### src/common/rv_pkg.sv
package rv_pkg;

    localparam int xlen = 32;
    localparam int nregs = 32;

    typedef logic [xlen-1:0] xlen_t;
    typedef logic [4:0]      reg_addr_t;
    typedef logic [31:0]     instr_t;
    typedef logic [9:0]      funct_t;    // {funct7, funct3}.

    localparam xlen_t reset_pc = 32'h0000_0000;

    // major opcodes handled by this slice.
    typedef enum logic [6:0] {
        OP_LUI    = 7'b0110111,
        OP_AUIPC  = 7'b0010111,
        OP_JAL    = 7'b1101111,
        OP_JALR   = 7'b1100111,
        OP_BRANCH = 7'b1100011,
        OP_IMM    = 7'b0010011,
        OP_REG    = 7'b0110011
    } opcode_e;

    typedef enum logic [3:0] {
        ALU_ADD,
        ALU_SUB,
        ALU_SLL,
        ALU_SLT,
        ALU_SLTU,
        ALU_XOR,
        ALU_SRL,
        ALU_SRA,
        ALU_OR,
        ALU_AND,
        ALU_PASS_B
    } alu_op_e;

    typedef struct packed {
        alu_op_e alu_op;
        logic    alu_src_imm;   // operand b from imm.
        logic    alu_src_pc;    // operand a from pc.
        logic    reg_write;
        logic    jump;
        logic    jalr;
        logic    branch;
        logic    valid;         // low for a bubble.
    } ctrl_t;

    typedef struct packed {
        ctrl_t     ctrl;
        xlen_t     rs1_data;
        xlen_t     rs2_data;
        xlen_t     pc;
        xlen_t     pc_plus4;
        xlen_t     pc_imm;      // branch or jal target.
        xlen_t     imm;         // operand b immediate.
        funct_t    funct;
        reg_addr_t rs1_addr;
        reg_addr_t rs2_addr;
        reg_addr_t rd_addr;
    } id_ex_t;

    typedef struct packed {
        logic      valid;
        logic      we;
        reg_addr_t rd;
        xlen_t     data;
    } retire_t;

endpackage

### src/decode/rv_decoder.sv
module rv_decoder
    import rv_pkg::*;
(
    input  logic   instr_valid_i,
    input  xlen_t  pc_i,
    input  instr_t instr_i,
    output id_ex_t dec_o
);

    logic [6:0] opcode;
    logic [2:0] funct3;
    logic [6:0] funct7;
    xlen_t      imm_i_type;
    xlen_t      imm_u_type;
    xlen_t      imm_b_type;
    xlen_t      imm_j_type;
    xlen_t      imm;
    xlen_t      pc_imm;
    alu_op_e    alu_f3;
    ctrl_t      ctrl;

    assign opcode = instr_i[6:0];
    assign funct3 = instr_i[14:12];
    assign funct7 = instr_i[31:25];

    assign imm_i_type = {{20{instr_i[31]}}, instr_i[31:20]};
    assign imm_u_type = {instr_i[31:12], 12'b0};
    assign imm_b_type = {{19{instr_i[31]}}, instr_i[31], instr_i[7], instr_i[30:25],
                         instr_i[11:8], 1'b0};
    assign imm_j_type = {{11{instr_i[31]}}, instr_i[31], instr_i[19:12], instr_i[20],
                         instr_i[30:21], 1'b0};

    // jal uses the j immediate, branches the b immediate.
    assign pc_imm = pc_i + ((opcode == OP_JAL) ? imm_j_type : imm_b_type);

    // shared by register and immediate forms.
    always_comb begin
        case (funct3)
            3'b000:  alu_f3 = (opcode == OP_REG && funct7[5]) ? ALU_SUB : ALU_ADD;
            3'b001:  alu_f3 = ALU_SLL;
            3'b010:  alu_f3 = ALU_SLT;
            3'b011:  alu_f3 = ALU_SLTU;
            3'b100:  alu_f3 = ALU_XOR;
            3'b101:  alu_f3 = funct7[5] ? ALU_SRA : ALU_SRL;
            3'b110:  alu_f3 = ALU_OR;
            default: alu_f3 = ALU_AND;
        endcase
    end

    always_comb begin
        ctrl = '0;
        ctrl.alu_op = ALU_ADD;
        imm = imm_i_type;
        case (opcode)
            OP_REG: begin
                ctrl.alu_op = alu_f3;
                ctrl.reg_write = 1'b1;
            end
            OP_IMM: begin
                ctrl.alu_op = alu_f3;
                ctrl.alu_src_imm = 1'b1;
                ctrl.reg_write = 1'b1;
            end
            OP_LUI: begin
                ctrl.alu_op = ALU_PASS_B;
                ctrl.alu_src_imm = 1'b1;
                ctrl.reg_write = 1'b1;
                imm = imm_u_type;
            end
            OP_AUIPC: begin
                ctrl.alu_src_pc = 1'b1;
                ctrl.alu_src_imm = 1'b1;
                ctrl.reg_write = 1'b1;
                imm = imm_u_type;
            end
            OP_JAL: begin
                ctrl.jump = 1'b1;
                ctrl.reg_write = 1'b1;
            end
            OP_JALR: begin
                ctrl.jalr = 1'b1;
                ctrl.alu_src_imm = 1'b1;    // alu forms rs1 + imm.
                ctrl.reg_write = 1'b1;
            end
            OP_BRANCH: begin
                ctrl.branch = 1'b1;
            end
            default: ;                      // retires with no effect.
        endcase
        ctrl.valid = 1'b1;
        if (!instr_valid_i) begin
            ctrl = '0;
        end
    end

    always_comb begin
        dec_o = '0;
        dec_o.ctrl = ctrl;
        dec_o.pc = pc_i;
        dec_o.pc_plus4 = pc_i + 32'd4;
        dec_o.pc_imm = pc_imm;
        dec_o.imm = imm;
        dec_o.funct = {funct7, funct3};
        dec_o.rs1_addr = instr_i[19:15];
        dec_o.rs2_addr = instr_i[24:20];
        dec_o.rd_addr = instr_i[11:7];
    end

endmodule

### src/decode/rv_regfile.sv
module rv_regfile
    import rv_pkg::*;
(
    input  logic      clk,
    input  logic      rst_n,
    input  reg_addr_t rs1_addr_i,
    input  reg_addr_t rs2_addr_i,
    output xlen_t     rs1_data_o,
    output xlen_t     rs2_data_o,
    input  retire_t   wr_i
);

    xlen_t regs [1:nregs-1];    // x0 has no storage.
    logic  wr_en;

    assign wr_en = wr_i.valid && wr_i.we && (wr_i.rd != '0);

    always_ff @(posedge clk) begin
        if (!rst_n) begin
            for (int i = 1; i < nregs; i++) begin
                regs[i] <= '0;
            end
        end else if (wr_en) begin
            regs[wr_i.rd] <= wr_i.data;
        end
    end

    // write-through, so decode sees the value retiring this cycle.
    function automatic xlen_t read_port(input reg_addr_t addr);
        xlen_t val;
        if (addr == '0) begin
            val = '0;
        end else if (wr_en && (wr_i.rd == addr)) begin
            val = wr_i.data;
        end else begin
            val = regs[addr];
        end
        return val;
    endfunction

    always_comb begin
        rs1_data_o = read_port(rs1_addr_i);
        rs2_data_o = read_port(rs2_addr_i);
    end

endmodule

### src/source/rv_id_ex.sv
module rv_id_ex
    import rv_pkg::*;
(
    input  logic   clk,
    input  logic   rst_n,
    input  logic   hold_i,
    input  logic   flush_i,
    input  id_ex_t d_i,
    output id_ex_t q_o
);

    id_ex_t q;

    // priority is reset, hold, flush, then load.
    always_ff @(posedge clk) begin
        if (!rst_n) begin
            q <= '0;
        end else if (hold_i) begin
            q <= q;
        end else if (flush_i) begin
            q <= '0;        // ctrl.valid low, so a bubble moves on.
        end else begin
            q <= d_i;
        end
    end

    assign q_o = q;

endmodule

### src/execute/rv_execute.sv
module rv_execute
    import rv_pkg::*;
(
    input  logic    clk,
    input  logic    rst_n,
    input  logic    hold_i,
    input  id_ex_t  ex_i,
    output retire_t retire_o,
    output logic    redirect_o,
    output xlen_t   redirect_pc_o
);

    retire_t    retire_q;
    retire_t    retire_d;
    logic       fwd_rs1;
    logic       fwd_rs2;
    xlen_t      rs1_val;
    xlen_t      rs2_val;
    xlen_t      op_a;
    xlen_t      op_b;
    xlen_t      alu_res;
    logic [2:0] br_funct3;
    logic       taken;
    logic       transfer;

    // the instruction one stage ahead is still in the retire register.
    assign fwd_rs1 = retire_q.valid && retire_q.we && (retire_q.rd != '0) &&
                     (retire_q.rd == ex_i.rs1_addr);
    assign fwd_rs2 = retire_q.valid && retire_q.we && (retire_q.rd != '0) &&
                     (retire_q.rd == ex_i.rs2_addr);

    assign rs1_val = fwd_rs1 ? retire_q.data : ex_i.rs1_data;
    assign rs2_val = fwd_rs2 ? retire_q.data : ex_i.rs2_data;

    assign op_a = ex_i.ctrl.alu_src_pc ? ex_i.pc : rs1_val;
    assign op_b = ex_i.ctrl.alu_src_imm ? ex_i.imm : rs2_val;

    always_comb begin
        case (ex_i.ctrl.alu_op)
            ALU_ADD:    alu_res = op_a + op_b;
            ALU_SUB:    alu_res = op_a - op_b;
            ALU_SLL:    alu_res = op_a << op_b[4:0];
            ALU_SLT:    alu_res = {31'b0, $signed(op_a) < $signed(op_b)};
            ALU_SLTU:   alu_res = {31'b0, op_a < op_b};
            ALU_XOR:    alu_res = op_a ^ op_b;
            ALU_SRL:    alu_res = op_a >> op_b[4:0];
            ALU_SRA:    alu_res = $signed(op_a) >>> op_b[4:0];
            ALU_OR:     alu_res = op_a | op_b;
            ALU_AND:    alu_res = op_a & op_b;
            ALU_PASS_B: alu_res = op_b;
            default:    alu_res = '0;
        endcase
    end

    assign br_funct3 = ex_i.funct[2:0];

    always_comb begin
        case (br_funct3)
            3'b000:  taken = (rs1_val == rs2_val);
            3'b001:  taken = (rs1_val != rs2_val);
            3'b100:  taken = ($signed(rs1_val) < $signed(rs2_val));
            3'b101:  taken = ($signed(rs1_val) >= $signed(rs2_val));
            3'b110:  taken = (rs1_val < rs2_val);
            3'b111:  taken = (rs1_val >= rs2_val);
            default: taken = 1'b0;
        endcase
    end

    assign transfer = ex_i.ctrl.valid &&
                      (ex_i.ctrl.jump || ex_i.ctrl.jalr || (ex_i.ctrl.branch && taken));

    // one pulse per transfer, not repeated while held.
    assign redirect_o = transfer && !hold_i;
    assign redirect_pc_o = ex_i.ctrl.jalr ? {alu_res[31:1], 1'b0} : ex_i.pc_imm;

    always_comb begin
        retire_d.valid = ex_i.ctrl.valid;
        retire_d.we = ex_i.ctrl.valid && ex_i.ctrl.reg_write && (ex_i.rd_addr != '0);
        retire_d.rd = ex_i.rd_addr;
        retire_d.data = (ex_i.ctrl.jump || ex_i.ctrl.jalr) ? ex_i.pc_plus4 : alu_res;
    end

    always_ff @(posedge clk) begin
        if (!rst_n) begin
            retire_q <= '0;
        end else if (!hold_i) begin
            retire_q <= retire_d;
        end
    end

    assign retire_o = retire_q;

endmodule

### src/source/rv_dx_top.sv
module rv_dx_top
    import rv_pkg::*;
(
    input  logic      clk,
    input  logic      rst_n,
    input  logic      instr_valid_i,
    input  xlen_t     pc_i,
    input  instr_t    instr_i,
    input  logic      hold_i,
    output logic      retire_valid_o,
    output logic      retire_we_o,
    output reg_addr_t retire_rd_o,
    output xlen_t     retire_data_o,
    output logic      redirect_o,
    output xlen_t     redirect_pc_o
);

    id_ex_t  dec;
    id_ex_t  id_d;
    id_ex_t  id_q;
    xlen_t   rs1_data;
    xlen_t   rs2_data;
    retire_t retire;
    logic    redirect;

    rv_decoder u_decoder (
        .instr_valid_i (instr_valid_i),
        .pc_i          (pc_i),
        .instr_i       (instr_i),
        .dec_o         (dec)
    );

    rv_regfile u_regfile (
        .clk        (clk),
        .rst_n      (rst_n),
        .rs1_addr_i (dec.rs1_addr),
        .rs2_addr_i (dec.rs2_addr),
        .rs1_data_o (rs1_data),
        .rs2_data_o (rs2_data),
        .wr_i       (retire)
    );

    always_comb begin
        id_d = dec;
        id_d.rs1_data = rs1_data;
        id_d.rs2_data = rs2_data;
    end

    rv_id_ex u_id_ex (
        .clk     (clk),
        .rst_n   (rst_n),
        .hold_i  (hold_i),
        .flush_i (redirect),    // drops the instruction in decode.
        .d_i     (id_d),
        .q_o     (id_q)
    );

    rv_execute u_execute (
        .clk           (clk),
        .rst_n         (rst_n),
        .hold_i        (hold_i),
        .ex_i          (id_q),
        .retire_o      (retire),
        .redirect_o    (redirect),
        .redirect_pc_o (redirect_pc_o)
    );

    assign retire_valid_o = retire.valid;
    assign retire_we_o = retire.we;
    assign retire_rd_o = retire.rd;
    assign retire_data_o = retire.data;
    assign redirect_o = redirect;

endmodule

### config.mk
export PLATFORM = sky130hd
export DESIGN_NAME = rv_dx_top
export DESIGN_NICKNAME = d
export VERILOG_FILES = /design/src/common/rv_pkg.sv /design/src/decode/rv_decoder.sv /design/src/decode/rv_regfile.sv /design/src/source/rv_id_ex.sv /design/src/execute/rv_execute.sv /design/src/source/rv_dx_top.sv
export SDC_FILE = /design/constraint.sdc
export NUM_CORES = 2
export LEC_CHECK = 0
export BUFFER_PORTS_ARGS = -buffer_cell sky130_fd_sc_hd__clkbuf_2
export CORE_ASPECT_RATIO = 1.25
export CORE_MARGIN = 2
export CORE_UTILIZATION = 60
export DETAILED_ROUTE_END_ITERATION = 16
export PLACE_DENSITY = 0.77
export SYNTH_ARGS = -nofsm -noshare
export SYNTH_HDL_FRONTEND = slang
export SYNTH_SLANG_ARGS = --single-unit
export TNS_END_PERCENT = 10
### constraint.sdc
create_clock -name clk -period 10.7 [get_ports clk]
set_clock_uncertainty 0.05 [all_clocks]
set_input_delay 1.07 -clock clk [delete_from_list [all_inputs] [get_ports clk]]
set_output_delay 1.07 -clock clk [all_outputs]
set_load 0.005 [all_outputs]
==> flow_summary.ini <==
[clock_network]
cts_hold_buf = 0
clock-root-buffer = clkbuf_16
clkTransAtPathRegs_ns = 0.06
h-tree-depth = 4
clk_path_buf_depth = 3
clock_latency_ns = 0.81
cts_tree = yes
cts_resized = 0
cts_setup_buffers = 0
cts_inserted_buffers = 132
clock_sinks = 1281

[detailed_routing]
met2_length_um = 148000
drtPass1Iterations = 6
routed-via-count = 62362
routed_wl_um = 321000
drcViolationCount = 0
wl_per_cell_um = 38.4
highest_layer = met5
drt_iter0_markers = 9675
detail-route-antenna-nets = 0
wl_met3_um = 41300
drt-vias-per-instance = 7.46
wl_met1_um = 98500

[synthesis]
yosysWarnings = 0
synth_area_um2 = 79100
synth_edf_count = 1024
avgSynthCellArea_um2 = 11.9
synth_cells = 6651
async_reset_ff_frac = 0
synth_top_area_frac = 0.389
yosys_register_bits = 1281
synthFlopType = edfxtp_1
yosysUniqueCellTypes = 89
synth.area.top_cells = edfxtp_1 (39%), mux4_2 (19%), and2_1 (7.2%), dfxtp_1 (6.5%), mux2i_1 (2.7%)
yosysSeqAreaShare = 0.454
synth_top_area_cell = edfxtp_1

[job]
drv_cap = 4

[critical_path]
worst_ep_required_time_ns = 9.58
end_kind = primary output
worst_ep_arrival_time_ns = 8.60
cp_cell_sequence = or3_1 -> o31a_1 -> nand3_2 -> mux2i_1 -> nand2_1 -> o21ai_0 -> inv_1 -> ha_1 -> nor3_1 -> a211oi_1 -> a21oi_1 -> a31oi_1 -> a21oi_1 -> a41o_1 -> mux2i_1 -> nor2_1 -> a211oi_1 -> a21oi_1 -> clkbuf_2
cp-start-kind = register
crit_fanout = 21
crit_top_cell = a21oi_1
r2r_start = u_execute.retire_o[35]$_SDFFE_PN0N_
cpPeakStageDelay_ns = 0.96
critPathKind = reg -> out
worstReg2RegEnd = u_execute.retire_o[0]$_SDFFE_PN0N_
endpoint = redirect_pc_o[18]
rr_worst_depth = 17
cpMaxStageDelayCell = a211oi_1
r2r_slack_ns = 2.63
startpoint = u_execute.retire_o[35]$_SDFFE_PN0N_

[status]
status = complete, but fails checks
violations = max-capacitance violations, max-slew violations

[sta]
fin_crit_sh = 0.909
hold_viol = 0
slew_headroom = -0.0919
tightest_slew_ns = 1.62
period_minus_slack_ns = 9.72
timing.setup.tns_ns = 0
max_freq_mhz = 103
final-max-slew-violation-count = 18
rsz0062_at_grt = false
setup_viol = 0

[layout]
mostFrequentLayoutCells = edfxtp_1 (1024), and2_1 (914), mux4_2 (660)
multiInputGateArea_um2 = 40800
drive_above_1_share = 0.216
final_cells = 8362
syn_to_final_growth_pct = 8.75
design_area_um2 = 86100
nets = 6731
final_common_cell = edfxtp_1
regArea_um2 = 35900
nFillCells = 9616

[place]
dp.cells = 8098
place_congestion = 1.11
place_area_um2 = 81800
place_hpwl_um = 208000
io_buffers = 139

[pwr]
seq_power_share = 0.451
total_power_w = 0.0126
p_int_w = 0.00888
switching_share = 0.297
p_sw_w = 0.00375
max-vdd-ir-drop_uv = 171
pwr-share-comb = 0.190
p_clk_frac = 0.359
total_leakage_power_nw = 31.8
p_per_area_nw_per_um2 = 147

[die]
die_area_um2 = 135000
die_h_um = 410
die_x_um = 329
pin_count = 140
initial_utilization = 0.602
core_area_um2 = 131000
rows = 149

[global_route]
grt_usage = 0.481
grt_first_pass_wirelength_um = 453000
grt_antenna_before_repair = 32
grt-ovfl-total = 0
grt_max_degree = 101
grt_pass1_vias = 61213

[hold_path]
hp-class = reg -> reg
==> per-layer routing <==
| layer | vias to the layer above | track usage |
|---|---|---|
| met1 | 30674 | 0.533 |
| met2 | 5228 | 0.738 |
| met3 | 1568 | 0.171 |
| met4 | 24 | 0.410 |
| li1 | 24868 | - |
| met5 | - | 0 |
==> stage by stage <==
step	utilization	setup WS (ns)	hold slack (ns)
2_1_floorplan	-	3.88	0.363
3_3_place_gp	0.622	2.22	0.393
3_5_place_dp	0.622	1.99	0.396
4_1_cts	0.654	1.13	0.409
5_1_grt	0.654	0.699	0.433
6_report	0.655	0.977	0.408
==> registers in the layout, indices dropped and copies added (netlist names) <==
| signal | count |
|---|---|
| u_execute.retire_o | 39 |
| u_id_ex.q_o | 218 |
| u_regfile.regs | 1024 |
==> worst min-delay path by stage <==
stage | from | cells past startpoint | endpoint | slack [ns]
floorplan | u_id_ex.q_o[218]$_SDFFE_PN0N_ | 2 | u_id_ex.q_o[218]$_SDFFE_PN0N_ | 0.36
detailed placement | u_id_ex.q_o[179]$_SDFFE_PN0N_ | 2 | u_id_ex.q_o[179]$_SDFFE_PN0N_ | 0.40
finish | u_id_ex.q_o[179]$_SDFFE_PN0N_ | 2 | u_id_ex.q_o[179]$_SDFFE_PN0N_ | 0.41
global placement | u_id_ex.q_o[179]$_SDFFE_PN0N_ | 2 | u_id_ex.q_o[179]$_SDFFE_PN0N_ | 0.39
CTS | u_id_ex.q_o[179]$_SDFFE_PN0N_ | 2 | u_id_ex.q_o[179]$_SDFFE_PN0N_ | 0.41
global route | u_id_ex.q_o[167]$_SDFFE_PN0N_ | 2 | u_id_ex.q_o[167]$_SDFFE_PN0N_ | 0.43
==> power groups by stage <==
| stage | Clock, W | Sequential, W | Combinational, W |
|---|---|---|---|
| 4_1_cts | 0.00452 | 0.00569 | 0.00227 |
| 3_3_place_gp | 0 | 0.00577 | 0.00224 |
| 2_1_floorplan | 0 | 0.00575 | 0.00143 |
| 6_report | 0.00453 | 0.00570 | 0.00239 |
| 5_1_grt | 0.00471 | 0.00571 | 0.00246 |
| 3_5_place_dp | 0 | 0.00579 | 0.00226 |
==> logic make-up after synthesis <==
logic type	synth area share
AO/OA/AOI/OAI	0.0947
XOR/XNOR	0.00874
adder cells (fa/ha/maj)	0.0261
buffers and inverters	0.0397
flip-flops	0.454
multiplexers	0.222
other	0.0000474
AND/OR/NAND/NOR	0.155
==> cell usage after synthesis (all sizes together), types with 27 or more instances <==
cell / n
xor2: 39
nor2b: 149
o21ai: 303
a31oi: 40
ha: 160
o31ai: 31
a22oi: 43
clkbuf: 527
a21oi: 275
mux4: 660
a221o: 30
buf: 153
a221oi: 51
mux2i: 212
and2: 915
or3b: 43
a211oi: 42
edfxtp: 1024
nand2b: 27
dfxtp: 257
o211ai: 33
a21o: 46
nor3: 221
nor4: 48
o221ai: 29
mux2: 50
nor2: 263
a21boi: 50
nand3: 60
inv: 114
nand2: 427
xnor2: 40
==> area by class of cell <==
class	count	share of cell area
Multi-Input combinational cell	4599	0.474
Clock inverter	68	0.00696
Clock buffer	166	0.0408
Sequential cell	1281	0.417
Inverter	122	0.00538
Timing Repair Buffer	364	0.0295
Antenna cell	26	0.000756
Tap cell	1736	0.0252
==> critical path: cells and delay by family, from the launching register on <==
| kind | cells | cell delay [ns] |
|---|---|---|
| AO/OA/AOI/OAI | 9 | 3.98 |
| AND/OR/NAND/NOR | 5 | 1.73 |
| flip-flops | 1 | 0.65 |
| multiplexers | 2 | 0.63 |
| adder cells (fa/ha/maj) | 1 | 0.50 |
| buffers and inverters | 2 | 0.26 |
No activity file was read; power rests on OpenSTA's default activity.
